### config.mk
export PLATFORM = sky130hd
export DESIGN_NAME = reply_shifter
export DESIGN_NICKNAME = d
export VERILOG_FILES = /design/src/verilog/reply_shifter.sv
export SDC_FILE = /design/constraint.sdc
export NUM_CORES = 1
export LEC_CHECK = 0
export ABC_AREA = 0
export BUFFER_PORTS_ARGS = -buffer_cell sky130_fd_sc_hd__buf_2
export CAP_MARGIN = 5
export CORE_UTILIZATION = 35
export CTS_CLUSTER_SIZE = 30
export DETAILED_ROUTE_END_ITERATION = 8
export MAX_ROUTING_LAYER = met4
export REMOVE_ABC_BUFFERS = 1
export SLEW_MARGIN = 25
export SYNTH_ARGS = -nofsm -noshare
export SYNTH_HDL_FRONTEND = slang
export SYNTH_SLANG_ARGS = --single-unit
### constraint.sdc
create_clock -name clk -period 1.1 [get_ports clk]
set_input_delay 0.055 -clock clk [delete_from_list [all_inputs] [get_ports clk]]
set_output_delay 0.055 -clock clk [all_outputs]
set_load 0.01 [all_outputs]
### src/verilog/reply_shifter.sv
`timescale 1ns/1ns

module reply_shifter (
  input  logic       clk,
  input  logic       arst_n,
  input  logic [7:0] reply_byte,
  input  logic       reply_valid,
  input  logic       sck_fall,
  input  logic       cs_active,
  output logic       miso
);

  logic       pending; // reply waiting for the next sck fall
  logic [7:0] hold_q;  // reply until it is loaded
  logic [7:0] shift_q; // msb drives miso

  // capture the reply byte
  always_ff @(posedge clk) begin
    if (reply_valid) begin
      hold_q <= reply_byte;
    end
  end

  always_ff @(posedge clk or negedge arst_n) begin
    if (!arst_n) begin
      pending <= 1'b0;
      shift_q <= 8'h00;
    end else if (!cs_active) begin
      // frame over, drop anything not yet sent
      pending <= 1'b0;
      shift_q <= 8'h00;
    end else begin
      if (sck_fall) begin
        if (pending) begin
          shift_q <= hold_q; // bit 7 appears before the next rising edge
          pending <= 1'b0;
        end else begin
          shift_q <= {shift_q[6:0], 1'b0}; // zero fill once sent
        end
      end
      // a fresh reply wins over the load above
      if (reply_valid) begin
        pending <= 1'b1;
      end
    end
  end

  // pad tristate lives outside, here 0 when idle
  assign miso = shift_q[7];

endmodule

Yosys cells after proc, flatten, opt, wreduce, memory -nomap -nowiden:

Cells that the tools add are included.

* bits of input ports: 13
* output and inout bits: 1
* flip-flop bits (word level): 17

* eq/ne operators: 2
* muxes and demuxes: 6

Operator list (number)
* 8-bit 2-to-1 mux: 3
* 1-bit 2-to-1 mux: 3
* 3-bit != test (second input constant): 1
* 2-bit != test (second input constant): 1

Logic depth before layout (Yosys ltp):

Gate-level depths: netlist of run 1.

* word-level depth: 3
* gate-level depth with buffers: 3

Worst setup path after synthesis of run 1:

No wires, ideal clock.

* path type: register to register
* start point: register pending (netlist name)
* end point: register pending
* path slack: 203 ps
* data arrival time: 778 ps
* library setup time: 119 ps
* buffers on the path: 1
* cell stages (with the launch flop): 4
* cells stage by stage: dfrtp_1 > buf_4 > nor2b_1 > o21a_1

RTL lines
* to (signal assigned): RTL line 26 `pending <= 1'b0;`
* to (signal assigned): RTL line 30 `pending <= 1'b0;`
* to (signal assigned): RTL line 36 `pending <= 1'b0;`
* to (decl): RTL line 13 `logic pending;`

==> run metrics, run 1 <==
Yosys cell types 13; met3 Track Usage GR 0.0360; antenna cells 0; Die Height 45.3 um; min Tclk post-route 0.940 ns; Chip Width 45.3 um; share of cells above drive strength 1 0.261; fin. max-slew vios 0; net switching share of the total power 0.229; CTS clk-pin slew, worst paths 0.10 ns; Max Cap Viol 0; Post-DRT Antenna Nets 0; clock share of power 0.280; Max-slew headroom 0.823; Worst Setup Start Kind flip-flop; FF/Latch Area 467 um^2; top_reg_cell synth dfrtp_1; sequential share of power 0.622; NetSw 0.272 mW; Worst Path Required 1.30 ns; Design Area, Final 853 um^2; Clk Latency, worst-skew pair 0.30 ns; Starting DRT DRC Count 2; GRT met2 Usage 0.194; Crit Path Max Fanout 9; Final Cycle Share 0.855; largest net degree at the start of global routing 18; Fin Clk Skew 0.0126 ns; status complete, no violations; via count 435; number of H-tree levels 1; Die Area 2050 um^2; filler cell count 165; Placed Area 734 um^2; met1 Usage GRT 0.150; DR DRC count 0; vias per cell 4.63; maximum vdd drop 0.774 mV; min-delay src cs_active; area occupied by multi-input gates 173 um^2; worst setup path category reg2reg; Arr. time, crit path 1.14 ns; PortBufs 13; Syn Area/Cell 14.6 um^2; Worst-Margin Slew 0.266 ns; Top Usage Layer GRT met2; nets 83; top cell type by total area after synthesis edfxtp_1; CTS buffer count 3; nature of the critical path endpoint flip-flop; placer congestion estimate 0.702; worst setup margin 0.160 ns; first-pass GRT wire length 1750 um; setup violators final 0; post-CTS setup buffers 0; initial antenna violation count 0; Cell Int Power 0.914 mW; Hold Vio Cnt, Final 0; Initial Util 0.376; clock sinks 17; Post-Syn Area 657 um^2; count leader, synth dfrtp_1; TNS Setup 0 ns; fmax 1060 MHz; pre-CTS setup slack 0.0619 ns; post-synth top area share 0.366; Core Box Area 1750 um^2; Root Driver clkbuf_4; total I/O pin count 14; Post-Syn Instances 45; flops & latches, synth 17; WL final 1100 um; Total GRT Usage 0.135; top cells by area, synth edfxtp_1 37%, dfrtp_1 34%, mux2i_1 11%; Post-synth EDFFs 8; RSZ-0062 raised after global routing no; Critical R2R Launch pending; number of synthesis warnings 0; row count 15; pwr dens 1390 nW/um^2; Post-synth top cells 9 x dfrtp_1, 8 x edfxtp_1, 7 x a21oi_1, 7 x mux2i_1, 4 x o21ai_0; GRT Residual Overflow 0; combinational power share 0.098; DR WL/cell 11.7 um; LEAKAGE 0.357 nW; Async SR Flop Fraction 0.529; hold crit path type in2reg; crit path from pending; CTS tree yes; Clock Path Buffers 2; vias in the first global route 421; post-synthesis sequential area ratio 0.709; synthesis-to-finish area growth 29.9%; Initial DRT Pass Iterations 3
[final timing paths]
kind	end	slack [ns]	depth (start not counted)
worst max-delay path	pending	0.16	2
worst min-delay path	pending	0.05	2
worst max register to register	pending	0.16	2
worst min register to register	shift_q[3]	0.54	2
max in group asynchronous	shift_q[0]	0.77	2
min in group asynchronous	shift_q[4]	0.14	2
[logic make-up after synthesis]
group | count (synthesis) | synth area share
multiplexers | 7 | 0.107
AND/OR/NAND/NOR | 3 | 0.0267
buffers and inverters | 2 | 0.0286
AO/OA/AOI/OAI | 16 | 0.130
flip-flops | 17 | 0.709
[sequential cells by signal (all words and copies together), names as in the netlist]
name	count
pending	1
shift_q	8
hold_q	8
[through the flow]
step	hold slack (ns)	util	total power, mW	cells
2_1_floorplan	-0.241	-	0.787	43
5_1_grt	0.0418	0.489	1.25	94
6_report	0.0479	0.489	1.19	94
3_5_place_dp	-0.0815	0.421	0.843	81
3_3_place_gp	-0.0771	0.421	0.841	81
4_1_cts	0.0465	0.488	1.20	94
[per-layer routing]
metal  share of wire  wire length [um]
met1            0.46               503
met2            0.48               531
met3           0.026                29
met4           0.034                37
met5               0                 0
[layout by cell type, fill, tap and decap left out]
| cell | netlist | layout |
|---|---|---|
| nand3_1 | 1 | 1 |
| a21oi_1 | 7 | 7 |
| dfrtp_2 | 0 | 1 |
| o21ai_0 | 4 | 4 |
| a21boi_1 | 1 | 1 |
| clkinv_2 | 0 | 1 |
| dfrtp_1 | 9 | 8 |
| buf_2 | 0 | 13 |
| edfxtp_1 | 8 | 8 |
| clkbuf_4 | 0 | 3 |
| mux2i_1 | 7 | 7 |
| o21ai_1 | 3 | 3 |
| nor2b_1 | 1 | 1 |
| dlygate4sd3_1 | 0 | 9 |
| o21a_1 | 1 | 1 |
| nand2b_1 | 1 | 1 |
[final cells by class]
cell class / instances / share of cell area
tap: 25 / 0.0367
multi-input combinational: 26 / 0.202
sequential: 17 / 0.547
clock buffer: 3 / 0.0264
clock inverter: 1 / 0.00587
timing repair buffer: 22 / 0.182
[power groups by stage]
stage / Combinational, mW / Sequential (mW) / Clock [mW]
6_report: 0.117 / 0.737 / 0.332
3_3_place_gp: 0.0903 / 0.751 / 0
5_1_grt: 0.129 / 0.744 / 0.379
3_5_place_dp: 0.0923 / 0.751 / 0
2_1_floorplan: 0.0408 / 0.746 / 0
4_1_cts: 0.117 / 0.737 / 0.342
[worst max-delay path, stage by stage (launching register included)]
cell and delay, ns:
dfrtp_2 0.51, nor2b_1 0.16, o21a_1 0.17
[timing repair]
item,in CTS,in global routing
resized for setup,0,1
hold endpoints to repair,17,0
hold buffers,9,0
endpoints found under the setup margin,0,4
No activity file was read; power rests on OpenSTA's default activity.
==> run 2: changes to the inputs <==
--- a/config.mk
+++ b/config.mk
@@ -6,11 +6,11 @@
 export NUM_CORES = 1
 export LEC_CHECK = 0
 export ABC_AREA = 0
-export BUFFER_PORTS_ARGS = -buffer_cell sky130_fd_sc_hd__buf_2
 export CAP_MARGIN = 5
 export CORE_UTILIZATION = 35
 export CTS_CLUSTER_SIZE = 30
 export DETAILED_ROUTE_END_ITERATION = 8
+export DONT_BUFFER_PORTS = 1
 export MAX_ROUTING_LAYER = met4
 export REMOVE_ABC_BUFFERS = 1
 export SLEW_MARGIN = 25
==> run metrics, run 2 (synthesis results as in run 1) <==
Initial Util 0.376; CTS buffer count 3; PortBufs 0; Max Cap Viol 0; Starting DRT DRC Count 2; placer congestion estimate 0.706; Total GRT Usage 0.121; Core Box Area 1750 um^2; sequential share of power 0.636; Crit Path Max Fanout 9; Finished Layout Cells 84; min Tclk post-route 0.961 ns; Root Driver clkbuf_4; Max stage delay cell, worst path dfrtp_2; WL final 984 um; via count 388; maximum vdd drop 0.606 mV; RSZ-0062 raised after global routing no; largest net degree at the start of global routing 18; combinational power share 0.087; Final Cycle Share 0.874; pwr dens 1420 nW/um^2; total I/O pin count 14; Clock Path Buffers 2; fin. max-slew vios 0; row count 15; vias per cell 4.62; worst setup path category reg2reg; setup violators final 0; vias in the first global route 390; antenna cells 0; Placed Instances 68; DR WL/cell 11.7 um; DR DRC count 0; Regs by FF count hold_q (8), shift_q (8), pending (1); Chip Width 45.3 um; Die Area 2050 um^2; final core occ 0.470; Hold Vio Cnt, Final 0; LEAKAGE 0.323 nW; commonest cells after routing, fill and taps aside 11 x dlygate4sd3_1, 8 x edfxtp_1, 8 x dfrtp_1; first-pass GRT wire length 1590 um; detailed placer's ending HPWL 648 um; Worst-Margin Slew 0.523 ns; slowest stage delay, CP 0.51 ns; nets 73; fmax 1040 MHz; r2r setup slk 0.14 ns; Clk Latency, worst-skew pair 0.29 ns; share of cells above drive strength 1 0.0678; initial antenna violation count 0; nature of the critical path endpoint flip-flop; hold crit path type in2async; Die Height 45.3 um; most common cell after layout, fill and taps aside dlygate4sd3_1; Worst Setup Start Kind flip-flop; Fin Clk Skew 0.0103 ns; Arr. time, crit path 1.10 ns; crit path cell chain mux2i_1 > a21oi_1; clock sinks 17; CTS clk-pin slew, worst paths 0.10 ns; Max-slew headroom 0.651; pre-CTS setup slack 0.0650 ns; worst setup margin 0.139 ns; clock share of power 0.277; Cell Int Power 0.911 mW; synthesis-to-finish area growth 24.8%; Worst Path Required 1.24 ns; worst hold-check slack 0.116 ns; CTS tree yes; status complete, no violations; Post-DRT Antenna Nets 0; net switching share of the total power 0.216; GRT Residual Overflow 0; Initial DRT Pass Iterations 2; TNS Setup 0 ns; number of H-tree levels 1; NetSw 0.251 mW
==> run 2: layout make-up <==
cell class / count / area [um^2]
Fill cell: 157 / 926
Sequential cell: 17 / 467
Multi-Input combinational cell: 26 / 173
Timing Repair Buffer: 12 / 123
Tap cell: 25 / 31.3
Clock buffer: 4 / 26.3
==> run 2: stage by stage <==
stage	total power, mW	instance area [um^2]
after floorplan	0.787	638
after global placement	0.797	669
after detailed placement	0.799	669
after CTS	1.18	816
after global routing	1.22	820
final	1.16	820
==> run 2: path summary, 6_finish.rpt <==
| path | start | to | cells past startpoint |
|---|---|---|---|
| worst max-delay path | pending | shift_q[3] | 2 |
| max in group asynchronous | arst_n | pending | 1 |
| min in group clk | reply_byte[4] | hold_q[4] | 1 |
| worst max register to register | pending | shift_q[3] | 2 |
| worst min-delay path | arst_n | shift_q[5] | 1 |
| worst min register to register | shift_q[0] | shift_q[0] | 2 |
==> run 2: power groups by stage <==
stage          clock [mW]  sequential, mW  combinational [mW]
2_1_floorplan           0           0.746              0.0408
3_3_place_gp            0           0.753              0.0437
3_5_place_dp            0           0.753              0.0454
4_1_cts             0.335           0.739               0.102
5_1_grt             0.366           0.744               0.112
6_report            0.322           0.739               0.101
==> run 2: metal layers <==
layer | up-vias | track usage | wire length, um
met4 | 0 | 0.109 | 13
met5 | - | - | 0
met3 | 2 | 0.0120 | 28
met2 | 7 | 0.183 | 480
met1 | 183 | 0.143 | 462
li1 | 196 | - | -
==> run 2: worst max-delay path, delay by kind of cell, from the launching register on <==
| kind | cells | cell delay [ns] |
|---|---|---|
| DFF | 1 | 0.51 |
| AOI/OAI and AO/OA | 1 | 0.08 |
| muxes | 1 | 0.22 |
==> run 2: timing repair <==
| action | CTS | global route |
|---|---|---|
| hold buffers | 12 | 0 |
| buffers inserted | 0 | 0 |
| setup endpoints to repair | 0 | 7 |
| hold endpoints to repair | 34 | 0 |
| resized for setup | 0 | 2 |
==> run 3: changes to the inputs <==
--- a/config.mk
+++ b/config.mk
@@ -8,6 +8,7 @@
 export ABC_AREA = 0
 export CAP_MARGIN = 5
 export CORE_UTILIZATION = 35
+export CTS_BUF_LIST = sky130_fd_sc_hd__clkbuf_16
 export CTS_CLUSTER_SIZE = 30
 export DETAILED_ROUTE_END_ITERATION = 8
 export DONT_BUFFER_PORTS = 1
==> run metrics, run 3 (synthesis results as in run 1) <==
status complete, no violations; largest net degree at the start of global routing 12; vias in the first global route 396; nature of the critical path endpoint flip-flop; Crit Path Max Fanout 11; Worst Setup EP shift_q[0]; Worst Setup Start Kind input port; r2r setup slk 0.17 ns; Finished Layout Cells 84; Initial Util 0.376; Max-slew headroom 0.727; TNS Setup 0 ns; Max Cap Viol 0; fin. max-slew vios 0; RSZ-0062 raised after global routing no; Final Cycle Share 0.862; FF/Latch Area 467 um^2; area occupied by multi-input gates 173 um^2; maximum vdd drop 1.03 mV; Regs by FF count hold_q (8), shift_q (8), pending (1); Die Area 2050 um^2; CTS tree yes; fmax 1050 MHz; Worst-Margin Slew 0.408 ns; Worst Path Required 1.27 ns; placer congestion estimate 0.706; pwr dens 1780 nW/um^2; GRT Residual Overflow 0; Hold Vio Cnt, Final 0; Starting DRT DRC Count 5; Placed Instances 68; WL final 1070 um; via count 396; Initial DRT Pass Iterations 2; Min-Delay Path Depth 2; clock sinks 17; Critical R2R Launch pending; number of H-tree levels 1; PortBufs 0; share of cells above drive strength 1 0.0678; most common cell after layout, fill and taps aside dlygate4sd3_1; synthesis-to-finish area growth 32.4%; first-pass GRT wire length 1740 um; Post-DRT Antenna Nets 0; Arr. time, crit path 1.12 ns; Power Total 1.55 mW; DR DRC count 0; hold crit path type in2reg; setup violators final 0; worst setup path category in2reg; Clock Path Buffers 2; crit path from sck_fall; Fin Clk Skew 0.00337 ns; cell count of the worst reg-to-reg path 2; min Tclk post-route 0.948 ns; vias per cell 4.71; DR WL/cell 12.7 um; nets 73; filler cell count 152; CTS clk-pin slew, worst paths 0.05 ns; LEAKAGE 0.342 nW; total I/O pin count 14; Root Driver clkbuf_16; detailed placer's ending HPWL 648 um; antenna cells 0; Core Box Area 1750 um^2; Total GRT Usage 0.145; row count 15; commonest cells after routing, fill and taps aside 12 x dlygate4sd3_1, 8 x edfxtp_1, 8 x dfrtp_1; CTS buffer count 3; Chip Width 45.3 um; R2R Path End shift_q[3]; Clk Latency, worst-skew pair 0.25 ns; Die Height 45.3 um; initial antenna violation count 0
-- run 3: cell count changes in the layout (fill, tap and decap cells not counted) --
cell and change:
clkbuf_1 -1, clkbuf_16 +3, clkbuf_4 -3, dlygate4sd3_1 +1, dlymetal6s4s_1 -1, inv_1 +1
-- run 3: cell type report --
class	count	share of cell area
sequential	17	0.537
multi-input combinational	26	0.199
timing repair buffer	12	0.138
clock buffer	3	0.0863
tap	25	0.0360
clock inverter	1	0.00432
-- run 3: routing by layer --
metal  global-route usage  up-vias  part of all wire
met3               0.0480        4             0.040
met2                0.191        9              0.44
met5                    -        -                 0
li1                     -      195                 -
met1                0.159      188              0.47
met4                0.164        0             0.050
-- run 3: worst min-delay path by stage --
stage | start | endpoint | slack, ns
4_1_cts | sck_fall | shift_q[2] | 0.007
2_1_floorplan | arst_n | pending | -0.24
5_1_grt | sck_fall | shift_q[2] | 0.02
3_3_place_gp | arst_n | shift_q[5] | -0.24
3_5_place_dp | arst_n | shift_q[5] | -0.24
6_report | sck_fall | shift_q[2] | 0.008
-- run 3: timing repair --
action / 4_1_cts / 5_1_grt
hold buffers: 12 / 0
gates resized for setup: 0 / 1
endpoints found under the hold margin: 34 / 0
endpoints found under the setup margin: 0 / 1
setup buffers: 0 / 0
-- run 3: where the power goes --
| group | total [mW] | internal (mW) | switching, mW |
|---|---|---|---|
| clock | 0.710 | 0.482 | 0.228 |
| combinational | 0.0983 | 0.0565 | 0.0417 |
| sequential | 0.742 | 0.716 | 0.0254 |
| total | 1.55 | 1.25 | 0.295 |
-- run 3: through the flow --
stage | util | instance area, um^2 | setup WS (ns) | hold WS [ns]
2_1_floorplan | - | 638 | 0.176 | -0.241
3_3_place_gp | 0.384 | 669 | 0.0828 | -0.240
3_5_place_dp | 0.384 | 669 | 0.0650 | -0.240
4_1_cts | 0.497 | 868 | 0.0367 | 0.00710
5_1_grt | 0.498 | 870 | 0.109 | 0.0240
6_report | 0.498 | 870 | 0.152 | 0.00809
-- run 3: critical path: stages --
cell	delay, ns
dlygate4sd3_1	0.77
nand3_1	0.13
a21boi_1	0.16
