## src/verilog/spi_frontend.sv

```systemverilog
`timescale 1ns/1ns

module spi_frontend (
  input  logic       clk,
  input  logic       arst_n,
  input  logic       sck,
  input  logic       mosi,
  input  logic       cs_n,
  output logic [7:0] rx_byte,
  output logic       rx_valid,
  output logic       frame_start,
  output logic       sck_fall,
  output logic       cs_active
);

  logic [2:0] sck_q;    // sync chain, [2] is oldest
  logic [2:0] cs_n_q;
  logic [1:0] mosi_q;   // data is stable around the rising edge, 2 stages do
  logic       sck_rise; // registered edge pulse
  logic [2:0] bit_cnt;  // bit position inside current byte
  logic [7:0] shift_q;  // received bits, msb first

  // pin synchronizers
  always_ff @(posedge clk or negedge arst_n) begin
    if (!arst_n) begin
      sck_q  <= 3'b000; // mode 0, sck idles low
      cs_n_q <= 3'b111; // no frame
    end else begin
      sck_q  <= {sck_q[1:0], sck};
      cs_n_q <= {cs_n_q[1:0], cs_n};
    end
  end

  always_ff @(posedge clk) begin
    mosi_q <= {mosi_q[0], mosi};
  end

  // edge pulses, registered so a pin edge shows up 3 clk later
  always_ff @(posedge clk or negedge arst_n) begin
    if (!arst_n) begin
      sck_rise    <= 1'b0;
      sck_fall    <= 1'b0;
      frame_start <= 1'b0;
    end else begin
      sck_rise    <= sck_q[1] & ~sck_q[2];
      sck_fall    <= ~sck_q[1] & sck_q[2];
      frame_start <= ~cs_n_q[1] & cs_n_q[2]; // cs falling
    end
  end

  assign cs_active = ~cs_n_q[2]; // aligned with the registered pulses

  // bit counter, restarts with every frame
  always_ff @(posedge clk or negedge arst_n) begin
    if (!arst_n) begin
      bit_cnt  <= 3'd0;
      rx_valid <= 1'b0;
    end else begin
      rx_valid <= 1'b0;
      if (!cs_active) begin
        bit_cnt <= 3'd0;
      end else if (sck_rise) begin
        bit_cnt  <= bit_cnt + 3'd1;      // wraps after the 8th bit
        rx_valid <= (bit_cnt == 3'd7);   // one clk after last rising pulse
      end
    end
  end

  // sample mosi on sck rising edges
  always_ff @(posedge clk) begin
    if (cs_active && sck_rise) begin
      shift_q <= {shift_q[6:0], mosi_q[1]};
    end
  end

  assign rx_byte = shift_q; // complete while rx_valid is high

endmodule

```

## config.mk

```make
export PLATFORM = sky130hd
export DESIGN_NAME = spi_frontend
export DESIGN_NICKNAME = d
export VERILOG_FILES = /design/src/verilog/spi_frontend.sv
export SDC_FILE = /design/constraint.sdc
export NUM_CORES = 1
export LEC_CHECK = 0
export ABC_AREA = 1
export BUFFER_PORTS_ARGS = -buffer_cell sky130_fd_sc_hd__clkbuf_2
export CORE_AREA = 2 2 46 48
export DETAILED_ROUTE_END_ITERATION = 8
export DIE_AREA = 0 0 48 50
export PLACE_DENSITY_LB_ADDON = 0.3
export SYNTH_ARGS = -nofsm -noshare
export SYNTH_HDL_FRONTEND = slang
export SYNTH_SLANG_ARGS = --single-unit
```

## constraint.sdc

```tcl
create_clock -name clk -period 1.6 [get_ports clk]
set_input_delay 0 -clock clk [delete_from_list [all_inputs] [get_ports clk]]
set_output_delay 0 -clock clk [all_outputs]
set_load 0.005 [all_outputs]
```

# Yosys cells after proc, flatten, opt, wreduce, memory -nomap -nowiden
# Cells that the tools add are included.
[classes]
shifts = 0
n_eq_ne = 1
n_mux = 4
div = 0
n_mul = 0
add_sub_neg = 1
reduce_logical = 2
order_cmp = 0
bitwise_logic = 7
[ops]
columns = ["operator", "count"]
rows = [
  ["two-way mux 3 bit", 2],
  ["NOT 1 bit", 4],
  ["adder 3 x 1 -> 3 bit (second input constant)", 1],
  ["bitwise AND 1 bit", 3],
  ["== test 3 bit (second input constant)", 1],
  ["two-way mux 1 bit", 2],
  ["nonzero test 2 bit", 1],
  ["logical AND 1 bit", 1],
]
[totals]
latch_bits = 0
ff_bits = 23
mem_count = 0
input_bits = 5
mem_bits_rw = 0
elab_cells = 24
romBits = 0
output_inout_bits = 12

# Logic depth before layout (Yosys ltp)
# Gate-level depths: netlist (run 1).
[depth]
depth_word = 3
ltp_mapped = 4

# Worst setup path after synthesis (run 1)
# Ideal clock, no wire load.
[synth_path]
kind = "reg-to-reg"
startpoint = "register sck_rise"
endpoint = "register shift_q[0] (netlist: rx_byte[0]) (enable)"
t_arrival_ns = 0.821
path_buffers = 0
synth_period_minus_slack_ns = 1.191
setup_time_ns = 0.370
setup_slack_ns = 0.409
path_stages_with_launch = 3
path_cell_list = "dfrtp_1 > inv_1 > nor2_1"
[synth_between]
elab_chain_len = 1
[synth_lines]
columns = ["item", "line_no", "rtl"]
rows = [
  ["start, declared", "19", "logic sck_rise;"],
  ["start signal, assigned", "45", "sck_rise <= sck_q[1] & ~sck_q[2];"],
  ["logical AND 1 bit", "71", "if (cs_active && sck_rise) begin"],
  ["end signal, assigned", "72", "shift_q <= {shift_q[6:0], mosi_q[1]};"],
  ["end, declared", "21", "logic [7:0] shift_q;"],
]
# Every way passes these cells.
# A chain may end at the register's enable or synchronous reset.

# Worst setup path in the final report (run 1)
[layout_path]
startpoint = "register bit_cnt[0]"
endpoint = "register bit_cnt[2]"
[layout_between]
elab_chain_len = 3
[layout_lines]
columns = ["item", "line_no", "rtl"]
rows = [
  ["start, declared", "20", "logic [2:0] bit_cnt;"],
  ["start signal, assigned", "63", "bit_cnt <= bit_cnt + 3'd1;"],
  ["adder 3 x 1 -> 3 bit", "63", ""],
  ["two-way mux 3 bit", "62", "end else if (sck_rise) begin"],
  ["two-way mux 3 bit", "60", "if (!cs_active) begin"],
]
# Every way passes these cells. The select of a mux whose other input is x is not followed.

==> results of run 1 <==
## placed cells by master, fill, tap and decap left out
| cell | instances |
|---|---|
| buf_4 | 1 |
| clkbuf_2 | 16 |
| clkbuf_4 | 3 |
| clkinv_2 | 1 |
| dfrtp_1 | 10 |
| dfstp_2 | 3 |
| dfxtp_1 | 2 |
| dlygate4sd3_1 | 4 |
| edfxtp_1 | 8 |
| ha_1 | 2 |
| inv_1 | 4 |
| inv_2 | 1 |
| nand2_1 | 7 |
| nand3_1 | 3 |
| nor2_1 | 5 |
| nor2_2 | 1 |
## cells by family (layout without fill, tap and decap cells)
family / Yosys count / after routing / synth area share [%]
flops: 23 / 23 / 84.7
buf+inv: 5 / 30 / 2.61
simple gates: 16 / 16 / 9.22
fa+ha+maj: 2 / 2 / 3.48
## stage by stage
step,cell area (um2),power [uW],hold slack (ns)
floorplan,719,669,-0.296
global placement,841,692,-0.0917
detailed placement,841,695,-0.0866
CTS,908,958,0.107
global route,908,986,0.119
finish,908,939,0.104
## area by class of cell
cell class / instances / area (um2)
Tap cell: 27 / 33.8
Multi-Input combinational cell: 18 / 91.3
Sequential cell: 23 / 609
Inverter: 5 / 18.8
Timing Repair Buffer: 21 / 128
Clock buffer: 3 / 22.5
Fill cell: 179 / 993
Clock inverter: 1 / 5.00
## per-layer routing
layer | GRT usage, % | up-vias | wire, um
met5 | 0 | - | 0
met2 | 14.7 | 13 | 403
met4 | 4.05 | 0 | 18
met1 | 10.3 | 185 | 425
li1 | - | 200 | -
met3 | 3.30 | 2 | 41
## registers in the layout, indices dropped and copies added (netlist names)
name / count
bit_cnt: 3
mosi_q: 2
rx_valid: 1
sck_q: 3
cs_n_q: 3
sck_fall: 1
frame_start: 1
sck_rise: 1
rx_byte: 8
## path summary, 6_finish.rpt
kind	endpoint	cells past startpoint	from	slack, ns
hold / removal	bit_cnt[0]$_DFFE_PN0P_	2	arst_n	0.10
hold reg to reg	mosi_q[1]$_DFF_P_	0	mosi_q[0]$_DFF_P_	0.34
max in group asynchronous	cs_n_q[2]$_DFF_PN1_	2	arst_n	1.21
setup reg to reg	bit_cnt[2]$_DFFE_PN0P_	4	bit_cnt[0]$_DFFE_PN0P_	0.50
min in group clk	cs_n_q[0]$_DFF_PN1_	2	cs_n	0.32
setup / recovery	bit_cnt[2]$_DFFE_PN0P_	4	bit_cnt[0]$_DFFE_PN0P_	0.50
## power by group through the flow
stage	Clock (uW)	Combinational (uW)	Sequential (uW)
detailed placement	0	37.4	658
global placement	0	35.8	656
global route	287	50.6	649
CTS	268	44.8	646
finish	251	43.4	645
floorplan	0	12.7	656
==> results.yml, run 1 <==
pwr:
  power_leakage_uw: 0.000436
  ir_worst_vdd_mv: 0.446
  switching_share_pct: 20.4
  intPower_uw: 748
  powerDensity_mw_per_mm2: 1030
  p_seq_share_pct: 68.7
  clockPowerShare_pct: 26.7
  p_switching_uw: 191
  p_comb_share_pct: 4.6
cts:
  clkSinkCount: 23
  cts_tree: "done"
  clkLatencyLatePin_ns: 0.30
  cts_resized: 0
  post_cts_buffers: 0
  cts.reportedPaths.clkPinSlew_ns: 0.11
  numCtsBuffers: 3
  holdBufCountCts: 4
  clk_path_buf_depth: 2
  htreeDepth: 1
  root_buffer: "clkbuf_4"
setup_path:
  arrival_ns: 1.31
  critical_path_class: "reg -> reg"
  crit_top_cell: "ha_1"
  cpPeakStageDelay_ns: 0.41
  cpLargestDelayFamily: "adder cells"
  cp_num_buf_inv: 0
  worst_setup_path_start_kind: "register"
  worstPathMaxFanout: 3
  crit_required_ns: 1.81
  crit_slowest_cell: "dfrtp_1"
  crit_chain: "ha_1 > ha_1 > nand3_1 > nand2_1"
  end_kind: "register"
sta:
  period_minus_slack_ns: 1.10
  rsz0062_at_grt: "no"
  clock.fmax_ghz: 0.908
  hold_violations: 0
  finalSetupViolCount: 0
  maxSlewViolCount: 0
  fin_skew_ns: 0.00162
  worst_pin_slew_ns: 0.313
  relSlewSlack_pct: 79.2
  setup_slack_ns: 0.498
  period_share_pct: 68.9
  setup_tns_ns: 0
hold_path:
  hold_class: "in -> async"
finish:
  drive_above_1_share_pct: 36.6
  final_cells: 98
  final_util_pct: 47.8
  final_nets: 79
  syn_to_final_growth_pct: 26.3
  diodes: 0
synthesis:
  yosys.area.top_type_share_pct: 34.8
  synth-main-ff-cell: "dfrtp_1"
  async_reset_ff_share_pct: 56.5
  synth.avg_cell_area_um2: 15.6
  ys_top_cells_by_area: "dfrtp_1, edfxtp_1, dfstp_2"
  yosysMostFrequentCell: "dfrtp_1"
  ys_types: 11
  synth_edf_count: 8
  yosysWarningCount: 0
  synth_top_cell_by_area: "dfrtp_1"
  syn_area_um2: 719
  ys_seq_elements: 23
  ys_top_cells_by_count: "dfrtp_1, edfxtp_1, nand2_1"
  synth_fp_nets: 53
  seq_area_frac_synth_pct: 84.7
  synth_cells: 46
routing:
  drtAntennaViolNets: 0
  drc_errors: 0
  wl_um: 889
  post_drt_wl_per_cell_um: 9.07
  vias: 400
  drt_iter0_drc: 4
  dr.pass1.iters: 2
  vias_per_cell: 4.08
global_route:
  grt_use_total_pct: 9.08
  globalRouteOverflowTotal: 0
  grt_pass1_wl_mm: 1.50
  grt_max_degree: 14
  grt_pass1_vias: 382
  antenna_found_initial: 0
floorplan:
  io_pins: 17
  die_x_um: 48
  rows: 16
  fp.dieArea_mm2: 0.00240
  initial_core_util_pct: 37.8
  die_h_um: 50
  core_region_area_mm2: 0.00190
flow_run:
  max_cap_violations: 0
status:
  status: "finished clean"
placed_design:
  dp_slack_ns: 0.514
  post-place-cells: 90
  gp_congestion: 0.687
  io_buffers: 16
  dpl.hpwl_um: 650
Power figures use the tool's default switching activity.
==> inputs of run 2 (changes only) <==
--- a/config.mk
+++ b/config.mk
@@ -5,7 +5,7 @@
 export SDC_FILE = /design/constraint.sdc
 export NUM_CORES = 1
 export LEC_CHECK = 0
-export ABC_AREA = 1
+export ABC_AREA = 0
 export BUFFER_PORTS_ARGS = -buffer_cell sky130_fd_sc_hd__clkbuf_2
 export CORE_AREA = 2 2 46 48
 export DETAILED_ROUTE_END_ITERATION = 8
==> constraint.sdc (replaced) <==
create_clock -name clk -period 1.2 [get_ports clk]
set_input_delay 0 -clock clk [delete_from_list [all_inputs] [get_ports clk]]
set_output_delay 0 -clock clk [all_outputs]
set_load 0.005 [all_outputs]
==> run 2 against run 1 <==
  * Critical path depth unchanged
  * Combinational power up 48%
  * Sequential power up 33%
  * Wire length up 8.1%
  * Count of clock-buffer cells in the layout unchanged
  * Final area up 1.1%
  * Utilization up 0.53 points
  * Global-route usage up 0.93 points
  * Register-to-register slack worse by 0.40 ns
  * Critical path type unchanged
==> results.yml, run 2 <==
status:
  status: "finished clean"
cts:
  cts_tree: "done"
  clkLatencyLatePin_ns: 0.31
  cts.reportedPaths.clkPinSlew_ns: 0.12
  htreeDepth: 1
  root_buffer: "clkbuf_4"
  clkSinkCount: 23
  numCtsBuffers: 3
  clk_path_buf_depth: 2
routing:
  post_drt_wl_per_cell_um: 10.8
  wl_um: 961
  drc_errors: 0
  vias: 365
  drtAntennaViolNets: 0
  drt_iter0_drc: 2
  vias_per_cell: 4.10
  dr.pass1.iters: 4
global_route:
  grt_use_total_pct: 10.0
  grt_max_degree: 14
  globalRouteOverflowTotal: 0
  antenna_found_initial: 0
  grt_pass1_vias: 348
  grt_pass1_wl_mm: 1.57
floorplan:
  die_h_um: 50
  core_region_area_mm2: 0.00190
  fp.dieArea_mm2: 0.00240
  die_x_um: 48
  rows: 16
  initial_core_util_pct: 37.6
  io_pins: 17
finish:
  final_nets: 70
  diodes: 0
  layout_commonest_cell: "clkbuf_2"
  final_cell_mix: "clkbuf_2, dfrtp_1, edfxtp_1"
  syn_to_final_growth_pct: 28.5
  largest_register_ffs: 8
  drive_above_1_share_pct: 43.5
sta:
  maxSlewViolCount: 0
  clock.fmax_ghz: 0.910
  rsz0062_at_grt: "no"
  fin_hold_ws_ns: 0.0935
  fin_skew_ns: 0.00861
  finalSetupViolCount: 0
  hold_violations: 0
  worst_pin_slew_ns: 0.321
  period_share_pct: 91.5
  setup_tns_ns: 0
  setup_slack_ns: 0.101
  relSlewSlack_pct: 78.6
  period_minus_slack_ns: 1.10
placed_design:
  gp_congestion: 0.621
  dp_slack_ns: 0.0505
  io_buffers: 16
  dpl.hpwl_um: 701
synthesis:
  syn_area_um2: 714
  synth_top_cell_by_area: "dfrtp_1"
  synth_fp_nets: 44
  synth.avg_cell_area_um2: 19.3
  ys_types: 12
  ys_top_cells_by_count: "dfrtp_1, edfxtp_1, nor2_1"
  synth-main-ff-cell: "dfrtp_1"
  synth_edf_count: 8
  seq_area_frac_synth_pct: 85.3
  synth_cells: 37
  ys_top_cells_by_area: "dfrtp_1, edfxtp_1, dfstp_2"
  yosysWarningCount: 0
  yosysMostFrequentCell: "dfrtp_1"
  yosys.area.top_type_share_pct: 35.0
  async_reset_ff_share_pct: 56.5
  ys_seq_elements: 23
setup_path:
  r2r_start: "bit_cnt[1]$_DFFE_PN0P_"
  worstPathMaxFanout: 2
  r2r_slack_ns: 0.10
  critical_path_class: "reg -> reg"
  end_kind: "register"
  crit_start: "bit_cnt[1]$_DFFE_PN0P_"
  arrival_ns: 1.31
  worst_setup_path_start_kind: "register"
  crit_required_ns: 1.41
flow_run:
  max_cap_violations: 0
pwr:
  powerDensity_mw_per_mm2: 1380
  ir_worst_vdd_mv: 0.588
  power_leakage_uw: 0.000407
hold_path:
  hold_class: "in -> async"
-- run 2: cell type report --
| type | count | area (um2) |
|---|---|---|
| fillers | 164 | 983 |
| flip-flops and latches | 23 | 609 |
| repair buffers | 21 | 128 |
| multi-input cells | 13 | 116 |
| well taps | 27 | 33.8 |
| clock buffers | 3 | 22.5 |
| clock inverters | 1 | 5.00 |
| inverters | 1 | 3.75 |
-- run 2: logic make-up after synthesis --
| family | Yosys count | share of synthesized area [%] |
|---|---|---|
| DFF | 23 | 85.3 |
| and+or+nand+nor | 8 | 6.65 |
| muxes | 2 | 2.80 |
| adders and majority gates | 2 | 3.50 |
| xor gates and xnor gates | 1 | 1.23 |
| buffers and inverters | 1 | 0.525 |
-- run 2: timing repair --
item / CTS / global route
hold buffers: 4 / 0
setup buffers: 0 / 0
setup endpoints to repair: 0 / 1
gates resized for setup: 0 / 2
hold endpoints to repair: 16 / 0
-- run 2: through the flow --
step / instance area [um2] / cells / total power, uW / utilization, %
2_1_floorplan: 714 / 37 / 895 / -
3_3_place_gp: 836 / 81 / 928 / 43.9
3_5_place_dp: 836 / 81 / 932 / 43.9
4_1_cts: 903 / 89 / 1280 / 47.5
5_1_grt: 918 / 89 / 1340 / 48.3
6_report: 918 / 89 / 1270 / 48.3
-- run 2: power breakdown --
part	internal, uW	total [uW]	switching [uW]
Combinational	34.9	64.1	29.1
Clock	124	345	220
Sequential	845	861	15.5
Total	1000	1270	265
-- run 2: routing by layer --
| layer | GRT usage (%) | share of wire, % | wire [um] | up-vias |
|---|---|---|---|---|
| met5 | 0 | 0 | 0 | - |
| met4 | 6.76 | 1.9 | 18 | 0 |
| met3 | 4.40 | 5.2 | 50 | 4 |
| met2 | 15.6 | 53 | 509 | 13 |
| met1 | 10.3 | 40 | 382 | 174 |
| li1 | - | - | - | 174 |
-- run 2: path summary, 6_finish.rpt --
kind,cells after the start,endpoint
worst min-delay path,2,bit_cnt[2]$_DFFE_PN0P_
worst max register to register,4,bit_cnt[2]$_DFFE_PN0P_
worst max-delay path,4,bit_cnt[2]$_DFFE_PN0P_
max in group asynchronous,2,cs_n_q[1]$_DFF_PN1_
min in group clk,2,cs_n_q[0]$_DFF_PN1_
worst min register to register,0,mosi_q[1]$_DFF_P_
-- run 2: worst max-delay path, cell delays in order (launching register included) --
cell	delay (ns)
dfrtp_1	0.42
ha_2	0.20
ha_4	0.20
mux2i_1	0.13
nor2_1	0.05
==> inputs of run 3 (changes only) <==
--- a/config.mk
+++ b/config.mk
@@ -7,10 +7,13 @@
 export LEC_CHECK = 0
 export ABC_AREA = 0
 export BUFFER_PORTS_ARGS = -buffer_cell sky130_fd_sc_hd__clkbuf_2
+export CELL_PAD_IN_SITES_DETAIL_PLACEMENT = 0
+export CELL_PAD_IN_SITES_GLOBAL_PLACEMENT = 1
 export CORE_AREA = 2 2 46 48
 export DETAILED_ROUTE_END_ITERATION = 8
 export DIE_AREA = 0 0 48 50
 export PLACE_DENSITY_LB_ADDON = 0.3
+export RECOVER_POWER = 100
 export SYNTH_ARGS = -nofsm -noshare
 export SYNTH_HDL_FRONTEND = slang
 export SYNTH_SLANG_ARGS = --single-unit
==> run 3 against run 2 <==
  * Count of clock-buffer cells in the layout grew 1
  * Flip-flop and latch count is the same
  * Global-route usage shrank 1.6 points
  * Hold slack gained 0.13 ns
==> results.yml, run 3 (synthesis results as in run 2) <==
status:
  status: "finished clean"
routing:
  drt_iter0_drc: 3
  vias_per_cell: 4.09
  post_drt_wl_per_cell_um: 9.61
  drc_errors: 0
  dr.pass1.iters: 2
  vias: 364
  wl_um: 855
  drtAntennaViolNets: 0
placed_design:
  io_buffers: 16
  gp_congestion: 0.650
  dpl_cell_area_um2: 836
finish:
  final_nets: 70
  layout_commonest_cell: "clkbuf_1"
  drive_above_1_share_pct: 22.6
  final_cell_mix: "clkbuf_1, dfrtp_1, edfxtp_1"
  diodes: 0
  final_util_pct: 46.4
  largest_register_ffs: 8
  fin_area_um2: 882
  syn_to_final_growth_pct: 23.5
pwr:
  powerDensity_mw_per_mm2: 1410
  ir_worst_vdd_mv: 0.658
  power_leakage_uw: 0.000375
cts:
  clk_path_buf_depth: 2
  clkSinkCount: 23
  post_cts_buffers: 0
  root_buffer: "clkbuf_4"
  cts.reportedPaths.clkPinSlew_ns: 0.11
  htreeDepth: 1
  numCtsBuffers: 3
  clkLatencyLatePin_ns: 0.29
  cts_tree: "done"
sta:
  fin_skew_ns: 0.00347
  clock.fmax_ghz: 0.863
  relSlewSlack_pct: 56.7
  maxSlewViolCount: 0
  period_minus_slack_ns: 1.16
  setup_tns_ns: 0
  finalSetupViolCount: 0
  hold_violations: 0
  rsz0062_at_grt: "no"
  worst_pin_slew_ns: 0.650
  period_share_pct: 96.6
global_route:
  grt_max_degree: 14
  grt_pass1_wl_mm: 1.37
  grt_use_total_pct: 8.44
  antenna_found_initial: 0
  grt_pass1_vias: 339
  globalRouteOverflowTotal: 0
floorplan:
  die_x_um: 48
  io_pins: 17
  die_h_um: 50
  core_region_area_mm2: 0.00190
  rows: 16
  fp.dieArea_mm2: 0.00240
  initial_core_util_pct: 37.6
setup_path:
  crit_required_ns: 1.40
  worstPathMaxFanout: 2
  critical_path_class: "reg -> reg"
  worst_setup_path_start_kind: "register"
  r2r_slack_ns: 0.04
  rr_worst_depth: 4
  end_kind: "register"
  arrival_ns: 1.36
  r2r_start: "bit_cnt[0]$_DFFE_PN0P_"
  r2r-end: "bit_cnt[2]$_DFFE_PN0P_"
hold_path:
  hold_class: "in -> async"
flow_run:
  max_cap_violations: 0
[run 3: cell types whose count changed in the layout (fill, tap and decap cells not counted)]
cell      before  now
ha_1           0    2
clkbuf_2      16    7
ha_4           1    0
ha_2           1    0
clkbuf_1       0   11
clkinv_2       1    0
nor2b_2        0    1
buf_4          1    0
and2_0         0    1
nor2b_4        1    0
and2_1         1    0
[run 3: layout make-up]
type / count / area (um2)
tap: 27 / 33.8
sequential: 23 / 609
timing repair buffer: 21 / 113
clock buffer: 4 / 26.3
multi-input combinational: 13 / 96.3
fill: 180 / 1020
inverter: 1 / 3.75
[run 3: power by group]
| part | internal [uW] | leakage [uW] | switching [uW] |
|---|---|---|---|
| Sequential | 845 | 0.000251 | 13.8 |
| Clock | 129 | 0.0000150 | 202 |
| Combinational | 29.4 | 0.000110 | 27.3 |
[run 3: timing repair]
| item | CTS | global route |
|---|---|---|
| hold buffers | 4 | 0 |
| endpoints found under the hold margin | 16 | 0 |
| endpoints found under the setup margin | 0 | 0 |
| resized for setup | 0 | 0 |
[run 3: worst max path at each step]
stage,start,to,slack (ns),cells past startpoint
after floorplan,bit_cnt[0]$_DFFE_PN0P_,bit_cnt[2]$_DFFE_PN0P_,0.1,4
final,bit_cnt[0]$_DFFE_PN0P_,bit_cnt[2]$_DFFE_PN0P_,0.04,4
after CTS,bit_cnt[0]$_DFFE_PN0P_,bit_cnt[2]$_DFFE_PN0P_,0.03,4
after global routing,bit_cnt[0]$_DFFE_PN0P_,bit_cnt[2]$_DFFE_PN0P_,0.006,4
after detailed placement,bit_cnt[0]$_DFFE_PN0P_,bit_cnt[2]$_DFFE_PN0P_,0.05,4
after global placement,bit_cnt[0]$_DFFE_PN0P_,bit_cnt[2]$_DFFE_PN0P_,0.08,4
[run 3: per-layer routing]
layer  GRT usage (%)  part of all wire (%)
met2            12.4                    49
met3            3.30                   4.3
met4            5.41                     0
met1            9.81                    47
met5               0                     0
[run 3: worst max-delay path, cell delays in order, from the launching register on]
cell     delay [ns]
dfrtp_1        0.41
ha_1           0.20
ha_1           0.26
mux2i_1        0.14
nor2_1         0.05
[run 3: per-stage QoR]
stage               hold slack [ns]  setup slack (ns)  power, uW  std cells
floorplan                    -0.296            0.0979        895         37
global placement            -0.0961            0.0769        929         81
detailed placement          -0.0938            0.0459        930         81
CTS                           0.107            0.0303       1280         89
global route                  0.286           0.00615       1320         89
finish                        0.228            0.0410       1250         89
